==> config.mk <==
export PLATFORM = sky130hd
export DESIGN_NAME = gtx_optical_rx
export DESIGN_NICKNAME = d
export VERILOG_FILES = /design/src/hdl/optical_rx_pkg.sv /design/src/hdl/link_frame_if.sv /design/src/hdl/comparator_delay_line.sv /design/src/hdl/fc_marker_monitor.sv /design/src/hdl/gtx_optical_rx.sv /design/src/hdl/link_frame_gate.sv /design/src/hdl/prbs_error_checker.sv /design/src/hdl/rx_status_register.sv
export SDC_FILE = /design/constraint.sdc
export NUM_CORES = 1
export LEC_CHECK = 0
export BUFFER_PORTS_ARGS = -buffer_cell sky130_fd_sc_hd__buf_4
export CAP_MARGIN = 40
export CORE_ASPECT_RATIO = 0.9
export CORE_MARGIN = 3
export CORE_UTILIZATION = 53
export DETAILED_ROUTE_END_ITERATION = 7
export PLACE_DENSITY = 0.74
export REMOVE_ABC_BUFFERS = 1
export SLEW_MARGIN = 20
export SYNTH_ARGS = -nofsm -noshare
export SYNTH_HDL_FRONTEND = slang
export SYNTH_SLANG_ARGS = --single-unit
export TNS_END_PERCENT = 1
==> constraint.sdc <==
create_clock -name clock -period 3.37 [get_ports clock]
set_clock_uncertainty 0.2 [all_clocks]
set_input_delay 0.1685 -clock clock [delete_from_list [all_inputs] [get_ports clock]]
set_output_delay 0.1685 -clock clock [all_outputs]
set_load 0.005 [all_outputs]
==> src/hdl/optical_rx_pkg.sv <==
//----------------------------------------------------------------------------
// Frame types and link constants for the optical comparator receiver
//----------------------------------------------------------------------------
package optical_rx_pkg;

  // Field widths of one recovered frame
  localparam int COMP_DATA_BITS = 48;          // Comparator bits per bx
  localparam int KCHAR_BITS     = 16;          // One k-flag per received byte
  localparam int ERR_COUNT_BITS = 16;          // Width of every error counter
  localparam int DELAY_SEL_BITS = 4;           // Selects 1 to 16 bx of delay

  typedef logic [COMP_DATA_BITS-1:0] comp_data_t;   // One bx of comparator data
  typedef logic [KCHAR_BITS-1:0]     kchar_t;       // K-character flags of a frame
  typedef logic [ERR_COUNT_BITS-1:0] err_count_t;   // Wrapping error count
  typedef logic [DELAY_SEL_BITS-1:0] delay_sel_t;   // N-bx delay selector

  //--------------------------------------------------------------------------
  // Link constants
  //--------------------------------------------------------------------------
  // The transmitter inserts this k-character pattern for latency checks
  localparam kchar_t FC_MARKER_KCHAR = 16'h50FC;

  // Clocks between two FC markers on a healthy link
  localparam int FC_PERIOD_DEFAULT = 128;

  // Only the low byte of an error count goes to the results register
  localparam int ERR_COUNT_REPORTED_BITS = 8;

endpackage

==> src/hdl/link_frame_if.sv <==
//----------------------------------------------------------------------------
// One gated frame and its flags, one frame per clock
//----------------------------------------------------------------------------
interface link_frame_if;
  import optical_rx_pkg::*;

  comp_data_t data;    // Comparator data, zero while link unusable
  kchar_t     kchar;   // K-character flags, gated with data
  logic       valid;   // Link reports valid data
  logic       match;   // PRBS pattern matched
  logic       start;   // Start pattern seen
  logic       fc;      // FC code seen by the transceiver

  // Gate drives the frame
  modport source (output data, kchar, valid, match, start, fc);

  // Checkers and status logic read it
  modport sink (input data, kchar, valid, match, start, fc);

endinterface

==> src/hdl/comparator_delay_line.sv <==
//----------------------------------------------------------------------------
// N-bx delay for comparator payloads, compensates cable length
//----------------------------------------------------------------------------
module comparator_delay_line #(
  parameter type payload_t = optical_rx_pkg::comp_data_t,  // Data or kchar payload
  parameter int  depth     = 16                             // Entries in the shift register
) (
  input  logic                     clock,
  input  logic                     gtx_rx_reset,
  input  optical_rx_pkg::delay_sel_t delay_is,   // Tap select, 0 gives 1 bx
  input  payload_t                 d,            // Payload in
  output payload_t                 q             // Payload from delay_is+1 bx ago
);
  import optical_rx_pkg::*;

  payload_t   shift_reg [depth];   // Entry k holds d from k+1 clocks back
  delay_sel_t tap_sel;             // Registered copy of delay_is

  //--------------------------------------------------------------------------
  // Tap selector, a new delay takes hold one clock after it changes
  //--------------------------------------------------------------------------
  always_ff @(posedge clock or posedge gtx_rx_reset) begin
    if (gtx_rx_reset) begin
      tap_sel <= '0;              // Minimum delay out of reset
    end else begin
      tap_sel <= delay_is;
    end
  end

  //--------------------------------------------------------------------------
  // Shift register, maps onto SRL primitives
  //--------------------------------------------------------------------------
  always_ff @(posedge clock) begin
    shift_reg[0] <= d;            // Newest frame enters at the head
    for (int i = 1; i < depth; i++) begin
      shift_reg[i] <= shift_reg[i-1];
    end
  end

  assign q = shift_reg[tap_sel];  // Selected tap

endmodule

==> src/hdl/fc_marker_monitor.sv <==
module fc_marker_monitor #(
  parameter int fc_period = optical_rx_pkg::FC_PERIOD_DEFAULT   // Clocks between markers
) (
  input  logic                   clock,
  input  logic                   gtx_rx_reset,
  input  logic                   rx_rst_done,    // Transceiver out of reset
  input  logic                   ttc_resync,     // Restart the lock search
  input  optical_rx_pkg::kchar_t kchar,          // Delayed k-characters
  output logic                   fc_marker_err,  // Marker early, late or missing
  output logic                   fc_locked       // First marker has been seen
);
  import optical_rx_pkg::*;

  localparam int                    cnt_bits = $clog2(fc_period);
  localparam logic [cnt_bits-1:0]   cnt_last = cnt_bits'(fc_period - 1);
  localparam logic [cnt_bits-1:0]   cnt_one  = cnt_bits'(1);

  logic                marker;     // FC pattern on the k-characters
  logic [cnt_bits-1:0] phase_cnt;  // Clocks since last marker modulo period
  logic                expect_fc;  // Marker due this clock

  assign marker = (kchar == FC_MARKER_KCHAR);

  //--------------------------------------------------------------------------
  // Phase counter, lock and error flag
  //--------------------------------------------------------------------------
  always_ff @(posedge clock or posedge gtx_rx_reset) begin
    if (gtx_rx_reset) begin
      phase_cnt     <= '0;
      expect_fc     <= 1'b0;
      fc_locked     <= 1'b0;
      fc_marker_err <= 1'b0;
    end else if (!rx_rst_done || ttc_resync) begin
      phase_cnt     <= '0;        // Start over and wait for a fresh marker
      expect_fc     <= 1'b0;
      fc_locked     <= 1'b0;
      fc_marker_err <= 1'b0;
    end else begin
      if (marker) begin
        phase_cnt <= cnt_one;     // Marker itself is phase zero
      end else if (phase_cnt == cnt_last) begin
        phase_cnt <= '0;          // Keep the period through a missing marker
      end else begin
        phase_cnt <= phase_cnt + cnt_one;
      end
      expect_fc <= !marker && (phase_cnt == cnt_last);   // Next clock should carry a marker
      if (marker) begin
        fc_locked <= 1'b1;        // Count errors only after the first marker
      end
      fc_marker_err <= fc_locked && (expect_fc != marker);
    end
  end

endmodule

==> src/hdl/gtx_optical_rx.sv <==
//----------------------------------------------------------------------------
// Fabric side of one optical comparator receiver
//----------------------------------------------------------------------------
module gtx_optical_rx #(
  parameter int delay_depth = 16,                                // Max n-bx delay
  parameter int fc_period   = optical_rx_pkg::FC_PERIOD_DEFAULT  // FC marker spacing
) (
  input  logic                       clock,                // 40 MHz fabric clock
  input  logic                       gtx_rx_reset,
  input  logic                       clear_sync,           // Clears the status outputs
  input  logic                       ttc_resync,           // Clears the FC monitor
  input  optical_rx_pkg::delay_sel_t delay_is,             // Interstage delay
  input  logic                       gtx_rx_en_prbs_test,
  input  logic                       rx_rst_done,          // Transceiver flags
  input  logic                       rx_sync_done,
  input  logic                       link_good,
  input  logic                       link_bad,
  input  optical_rx_pkg::comp_data_t rx_data,              // Recovered frame
  input  optical_rx_pkg::kchar_t     rx_kchar,
  input  logic                       rx_valid,
  input  logic                       rx_match,
  input  logic                       rx_start,
  input  logic                       rx_fc,
  input  optical_rx_pkg::err_count_t link_err_count,
  output optical_rx_pkg::comp_data_t gtx_rx_data,          // Delayed comparator data
  output optical_rx_pkg::kchar_t     gtx_rx_kchar,         // Delayed k-characters
  output logic                       gtx_rx_start,
  output logic                       gtx_rx_fc,
  output logic                       gtx_rx_valid,
  output logic                       gtx_rx_match,
  output logic                       gtx_rx_sync_done,
  output logic                       gtx_rx_err,
  output optical_rx_pkg::err_count_t gtx_rx_err_count,
  output logic                       gtx_rx_rst_done,
  output logic                       fc_marker_err,        // Force-error into transceiver
  output logic                       fc_locked
);
  import optical_rx_pkg::*;

  link_frame_if frame ();        // Gated frame

  logic       prbs_err;          // PRBS checker results
  err_count_t prbs_err_count;

  link_frame_gate link_frame_gate_i (
    .clock, .gtx_rx_reset, .link_good, .link_bad,
    .rx_data, .rx_kchar, .rx_valid, .rx_match, .rx_start, .rx_fc,
    .frame (frame.source)
  );

  //--------------------------------------------------------------------------
  // N-bx delay, data and kchar share the selector
  //--------------------------------------------------------------------------
  comparator_delay_line #(.payload_t(comp_data_t), .depth(delay_depth)) data_delay_i (
    .clock, .gtx_rx_reset, .delay_is, .d(frame.data), .q(gtx_rx_data)
  );

  comparator_delay_line #(.payload_t(kchar_t), .depth(delay_depth)) kchar_delay_i (
    .clock, .gtx_rx_reset, .delay_is, .d(frame.kchar), .q(gtx_rx_kchar)
  );

  prbs_error_checker prbs_error_checker_i (
    .clock, .gtx_rx_reset, .rx_sync_done, .gtx_rx_en_prbs_test,
    .frame (frame.sink), .prbs_err, .prbs_err_count
  );

  fc_marker_monitor #(.fc_period(fc_period)) fc_marker_monitor_i (
    .clock, .gtx_rx_reset, .rx_rst_done, .ttc_resync,
    .kchar (gtx_rx_kchar), .fc_marker_err, .fc_locked
  );

  rx_status_register rx_status_register_i (
    .clock, .gtx_rx_reset, .clear_sync, .gtx_rx_en_prbs_test, .rx_sync_done, .rx_rst_done,
    .frame (frame.sink), .prbs_err, .prbs_err_count, .link_err_count,
    .gtx_rx_start, .gtx_rx_fc, .gtx_rx_valid, .gtx_rx_match,
    .gtx_rx_sync_done, .gtx_rx_rst_done, .gtx_rx_err, .gtx_rx_err_count
  );

endmodule

==> src/hdl/link_frame_gate.sv <==
//----------------------------------------------------------------------------
// Frame capture with link gating
//----------------------------------------------------------------------------
module link_frame_gate (
  input  logic                       clock,
  input  logic                       gtx_rx_reset,
  input  logic                       link_good,   // Link monitor sees a clean link
  input  logic                       link_bad,    // Link monitor sees errors
  input  optical_rx_pkg::comp_data_t rx_data,     // Raw comparator data
  input  optical_rx_pkg::kchar_t     rx_kchar,    // Raw k-character flags
  input  logic                       rx_valid,
  input  logic                       rx_match,
  input  logic                       rx_start,
  input  logic                       rx_fc,
  link_frame_if.source               frame        // Gated frame out
);
  import optical_rx_pkg::*;

  logic ignore_link;   // Link cannot be trusted this clock

  // A noisy fiber would otherwise look like hot comparators
  assign ignore_link = !link_good || link_bad;

  //--------------------------------------------------------------------------
  // One clock of capture, payload zeroed on an unusable link
  //--------------------------------------------------------------------------
  always_ff @(posedge clock or posedge gtx_rx_reset) begin
    if (gtx_rx_reset) begin
      frame.data  <= '0;
      frame.kchar <= '0;
      frame.valid <= 1'b0;
      frame.match <= 1'b0;
      frame.start <= 1'b0;
      frame.fc    <= 1'b0;
    end else begin
      frame.data  <= ignore_link ? comp_data_t'('0) : rx_data;    // Suppress false hits
      frame.kchar <= ignore_link ? kchar_t'('0) : rx_kchar;       // No false FC markers
      frame.valid <= rx_valid;    // Flags pass ungated
      frame.match <= rx_match;
      frame.start <= rx_start;
      frame.fc    <= rx_fc;
    end
  end

endmodule

==> src/hdl/prbs_error_checker.sv <==
//----------------------------------------------------------------------------
// PRBS error checker on the gated frame
//----------------------------------------------------------------------------
module prbs_error_checker (
  input  logic                       clock,
  input  logic                       gtx_rx_reset,
  input  logic                       rx_sync_done,         // Transceiver sync complete
  input  logic                       gtx_rx_en_prbs_test,  // Random test pattern mode
  link_frame_if.sink                 frame,                // Gated frame in
  output logic                       prbs_err,             // Last judged frame failed
  output optical_rx_pkg::err_count_t prbs_err_count        // Wrapping mismatch count
);
  import optical_rx_pkg::*;

  logic judge;     // Frame counts toward the test
  logic mismatch;  // Valid says it should match, but it does not

  assign judge    = gtx_rx_en_prbs_test && rx_sync_done;
  assign mismatch = frame.valid && !frame.match;

  //--------------------------------------------------------------------------
  // Error flag and counter
  //--------------------------------------------------------------------------
  always_ff @(posedge clock or posedge gtx_rx_reset) begin
    if (gtx_rx_reset) begin
      prbs_err       <= 1'b0;
      prbs_err_count <= '0;
    end else if (!rx_sync_done) begin
      prbs_err       <= 1'b0;     // Hold cleared until link syncs
      prbs_err_count <= '0;
    end else if (judge) begin
      if (mismatch) begin
        prbs_err       <= 1'b1;                                  // Scope or LED visible
        prbs_err_count <= prbs_err_count + err_count_t'(1);      // Wraps at full scale
      end else begin
        prbs_err <= 1'b0;
      end
    end
  end

endmodule

==> src/hdl/rx_status_register.sv <==
//----------------------------------------------------------------------------
// Receiver status register on the fabric clock
//----------------------------------------------------------------------------
module rx_status_register (
  input  logic                       clock,
  input  logic                       gtx_rx_reset,
  input  logic                       clear_sync,           // Zeroes all status outputs
  input  logic                       gtx_rx_en_prbs_test,  // Selects the reported count
  input  logic                       rx_sync_done,
  input  logic                       rx_rst_done,
  link_frame_if.sink                 frame,                // Gated frame flags
  input  logic                       prbs_err,
  input  optical_rx_pkg::err_count_t prbs_err_count,
  input  optical_rx_pkg::err_count_t link_err_count,       // From the link monitor
  output logic                       gtx_rx_start,         // Start pattern present
  output logic                       gtx_rx_fc,            // FC code for latency checks
  output logic                       gtx_rx_valid,         // Valid data on the link
  output logic                       gtx_rx_match,         // PRBS data matched
  output logic                       gtx_rx_sync_done,     // Needed before gtx is ready
  output logic                       gtx_rx_rst_done,      // Precedes rx sync
  output logic                       gtx_rx_err,           // PRBS error seen
  output optical_rx_pkg::err_count_t gtx_rx_err_count      // Low byte of selected count
);
  import optical_rx_pkg::*;

  err_count_t selected_count;   // PRBS count in test mode, link count otherwise

  assign selected_count = gtx_rx_en_prbs_test ? prbs_err_count : link_err_count;

  //--------------------------------------------------------------------------
  // Status outputs
  //--------------------------------------------------------------------------
  always_ff @(posedge clock or posedge gtx_rx_reset) begin
    if (gtx_rx_reset) begin
      gtx_rx_start     <= 1'b0;
      gtx_rx_fc        <= 1'b0;
      gtx_rx_valid     <= 1'b0;
      gtx_rx_match     <= 1'b0;
      gtx_rx_sync_done <= 1'b0;
      gtx_rx_rst_done  <= 1'b0;
      gtx_rx_err       <= 1'b0;
      gtx_rx_err_count <= '0;
    end else if (clear_sync) begin
      gtx_rx_start     <= 1'b0;
      gtx_rx_fc        <= 1'b0;
      gtx_rx_valid     <= 1'b0;
      gtx_rx_match     <= 1'b0;
      gtx_rx_sync_done <= 1'b0;
      gtx_rx_rst_done  <= 1'b0;
      gtx_rx_err       <= 1'b0;
      gtx_rx_err_count <= '0;
    end else begin
      gtx_rx_start     <= frame.start;
      gtx_rx_fc        <= frame.fc;
      gtx_rx_valid     <= frame.valid;
      gtx_rx_match     <= frame.match;
      gtx_rx_sync_done <= rx_sync_done;
      gtx_rx_rst_done  <= rx_rst_done;
      gtx_rx_err       <= prbs_err;
      // Upper bits read as zero
      gtx_rx_err_count <= err_count_t'(selected_count[ERR_COUNT_REPORTED_BITS-1:0]);
    end
  end

endmodule

==> out/metrics.yaml <==
status:
  status: "complete, no violations"
layout:
  fin_util_pct: 67.1
  instances_no_fill: 2981
  num-nets-final: 2218
  areaGrowthSynthToFinish_pct: 24.1
  diodes: 0
  largest_reg_flops: 768
  drive_gt1_share_pct: 32.0
  fin_area_mm2: 0.0395
route:
  vias: 15400
  ant_nets: 0
  dr.pass1.iters: 6
  drt_iter0_drc: 784
  routedWlPerCell_um: 20.0
  wl_um: 59700
  drc_errors: 0
  avgViaCountPerCell: 5.17
synthesis:
  yosys-top-cells-area: "dfxtp_1 (64%), mux4_2 (22%), dfrtp_1 (8.3%)"
  synthFlopType: "dfxtp_1"
  ys_warn_count: 0
  synth_area_mm2: 0.0318
  synth_seq_area_share_pct: 72.8
  synth_seq_cells: 1130
  synth_top_area_share_pct: 64.4
  synth_most_common_cell: "dfxtp_1"
  synth_common_cells: "dfxtp_1 (1,024), mux4_2 (304), dfrtp_1 (106)"
  synth_edf_count: 0
  ys_types: 33
  synth_area_per_cell_um2: 18.3
  ys_async_sr_fraction_pct: 9.38
  yosys.area.top_type: "dfxtp_1"
  syn_inst: 1737
critical_path:
  cpMostUsedCell: "buf_4"
  critPathKind: "flip-flop to flip-flop"
  cp-start-kind: "flip-flop"
  max_stage_delay_ps: 630
  path_cells: "buf_4, buf_4, mux4_2, a22oi_1, nand2_1, or4_4, o41ai_4, buf_4, nor3_1"
  cp.required_ps: 3680
  crit_path_end_kind: "flip-flop"
  critPathMaxFanout: 7
  arrival_ps: 3600
  crit_path_top_delay_cell: "or4_4"
grt:
  grt_pass1_wl_um: 97000
  grt_max_degree: 57
  grtUsageTotal_pct: 19.5
  grt_overflow: 0
  grt_pass1_vias: 17200
  antenna_found_initial: 0
clocking:
  cts_sinks: 1130
  root_buffer: "clkbuf_16"
  cts.clk_slew.worst_paths_ps: 70
  cts_buffers: 101
  h-tree-depth: 3
  ctsLongestPathBuffers: 3
  tritoncts: "done"
  clock_latency_ps: 650
power_and_ir_drop:
  power_density_mw_per_mm2: 694
  internal_power_mw: 21.8
  p_seq_share_pct: 51.8
  p_comb_share_pct: 4.9
  power_frac_clock_pct: 43.4
  leakage_nw: 16.1
  switchingPower_mw: 5.59
  switching_share_pct: 20.4
  ir_worst_vdd_mv: 0.464
sta:
  hold_viol: 0
  setup_slack_ps: 80.7
  worst_pin_slew_ps: 853
  fin_crit_ps: 3290
  rsz0062_at_grt: "yes"
  period_share_pct: 97.6
  slew_violations: 0
  relSlewSlack_pct: 43.0
  timing.fmax_ghz: 0.304
  setup_viol: 0
floorplan:
  die-area_mm2: 0.0630
  die_h_um: 238
  io_pins: 186
  start_util_pct: 54.1
  rows: 84
  coreArea_mm2: 0.0589
  die_w_um: 264
placed_design:
  io_buffers: 169
  post-place-ws_ps: 169
  dp.cells: 2629
  gp_congestion: 0.737
  dp_hpwl_um: 32800
  place_area_mm2: 0.0340
job:
  cap_violations: 0
hold_path:
  hold_class: "input pin to flip-flop"
-- worst max-delay path, delay by kind of cell (launching register included) --
family	cells	cell delay, ps
buffers and inverters	3	520
DFF	1	530
muxes	1	420
AOI/OAI and AO/OA	2	590
and+or+nand+nor	3	880
-- layer usage --
| layer | track usage (%) | share of wire [%] | vias to the layer above |
|---|---|---|---|
| met1 | 26.6 | 44 | 7971 |
| li1 | - | - | 7074 |
| met5 | 0 | 0 | - |
| met3 | 3.99 | 3.9 | 98 |
| met4 | 5.53 | 2.0 | 0 |
| met2 | 32.2 | 50 | 267 |
-- power by group through the flow --
| stage | Combinational, mW | Clock (mW) | Sequential, mW |
|---|---|---|---|
| floorplan | 0.720 | 0 | 14.5 |
| global placement | 1.11 | 0 | 14.4 |
| detailed placement | 1.13 | 0 | 14.5 |
| CTS | 1.32 | 12.1 | 14.2 |
| global route | 1.42 | 12.7 | 14.2 |
| finish | 1.33 | 11.9 | 14.2 |
-- kinds of logic (layout without fill, tap and decap cells) --
kind of cell,after synthesis,count (layout),share of synthesized area [%]
and+or+nand+nor,148,148,2.65
adders and majority gates,2,2,0.0786
muxes,313,313,21.8
DFF,1130,1130,72.8
buffers and inverters,94,557,1.41
AOI/OAI and AO/OA,37,37,0.936
xor gates and xnor gates,12,12,0.330
other,1,8,0.0118
-- through the flow --
step | setup TNS (ps) | hold slack (ps) | total power, mW
detailed placement | 0 | -4.05 | 15.6
CTS | -22.0 | 0.0696 | 27.6
global placement | 0 | 79.8 | 15.5
floorplan | -584740 | -0.0702 | 15.2
global route | -106 | 17.2 | 28.3
finish | 0 | 19.3 | 27.4
-- layout make-up --
class | instances | area, µm²
repair buffers | 364 | 3530
fillers | 3773 | 19400
inverters | 2 | 10.0
multi-input cells | 520 | 8250
well taps | 774 | 968
clock buffers | 150 | 2980
flip-flops and latches | 1130 | 23200
clock inverters | 41 | 552
-- cell usage in the layout, fill, tap and decap left out, types with 3 or more instances in the layout --
| cell | synthesis | final |
|---|---|---|
| conb_1 | 1 | 8 |
| bufinv_16 | 0 | 12 |
| dfxtp_1 | 1024 | 1024 |
| nor2_1 | 17 | 17 |
| clkbuf_1 | 42 | 24 |
| buf_6 | 2 | 13 |
| clkbuf_16 | 0 | 104 |
| mux2i_1 | 9 | 9 |
| nor3_1 | 3 | 3 |
| nand3_1 | 4 | 4 |
| and2_1 | 73 | 73 |
| nor2b_1 | 13 | 12 |
| xnor2_1 | 10 | 10 |
| buf_12 | 0 | 8 |
| buf_4 | 12 | 187 |
| buf_16 | 0 | 10 |
| clkbuf_8 | 0 | 23 |
| nand4_1 | 6 | 6 |
| clkinvlp_4 | 0 | 5 |
| dfrtp_4 | 0 | 4 |
| mux4_2 | 304 | 304 |
| a22oi_1 | 32 | 32 |
| dfrtp_1 | 106 | 102 |
| nand2_1 | 22 | 22 |
| clkinv_2 | 0 | 19 |
| bufbuf_16 | 0 | 3 |
| dlygate4sd3_1 | 0 | 141 |
-- final timing paths --
kind                       depth (start not counted)                                          to  slack [ps]                                   from
min in group asynchronous                          4        link_frame_gate_i.frame.fc$_DFF_PP0_         510                           gtx_rx_reset
max                                                9  fc_marker_monitor_i.phase_cnt[3]$_DFF_PP0_          80     kchar_delay_i.tap_sel[0]$_DFF_PP0_
max in group asynchronous                          6          kchar_delay_i.tap_sel[3]$_DFF_PP0_        1560                           gtx_rx_reset
max reg2reg                                        9  fc_marker_monitor_i.phase_cnt[3]$_DFF_PP0_          80     kchar_delay_i.tap_sel[0]$_DFF_PP0_
min                                                4  link_frame_gate_i.frame.data[10]$_DFF_PP0_          20                               link_bad
min reg2reg                                        0       data_delay_i.shift_reg[6][12]$_DFF_P_         140  data_delay_i.shift_reg[5][12]$_DFF_P_
-- timing repair --
action | in CTS | in global routing
pin swaps | 0 | 1
setup endpoints to repair | 44 | 47
gates cloned | 8 | 1
hold endpoints to repair | 212 | 0
gates resized for setup | 20 | 16
hold buffers | 141 | 0
setup buffers | 6 | 5
No activity file was read; power rests on OpenSTA's default activity.
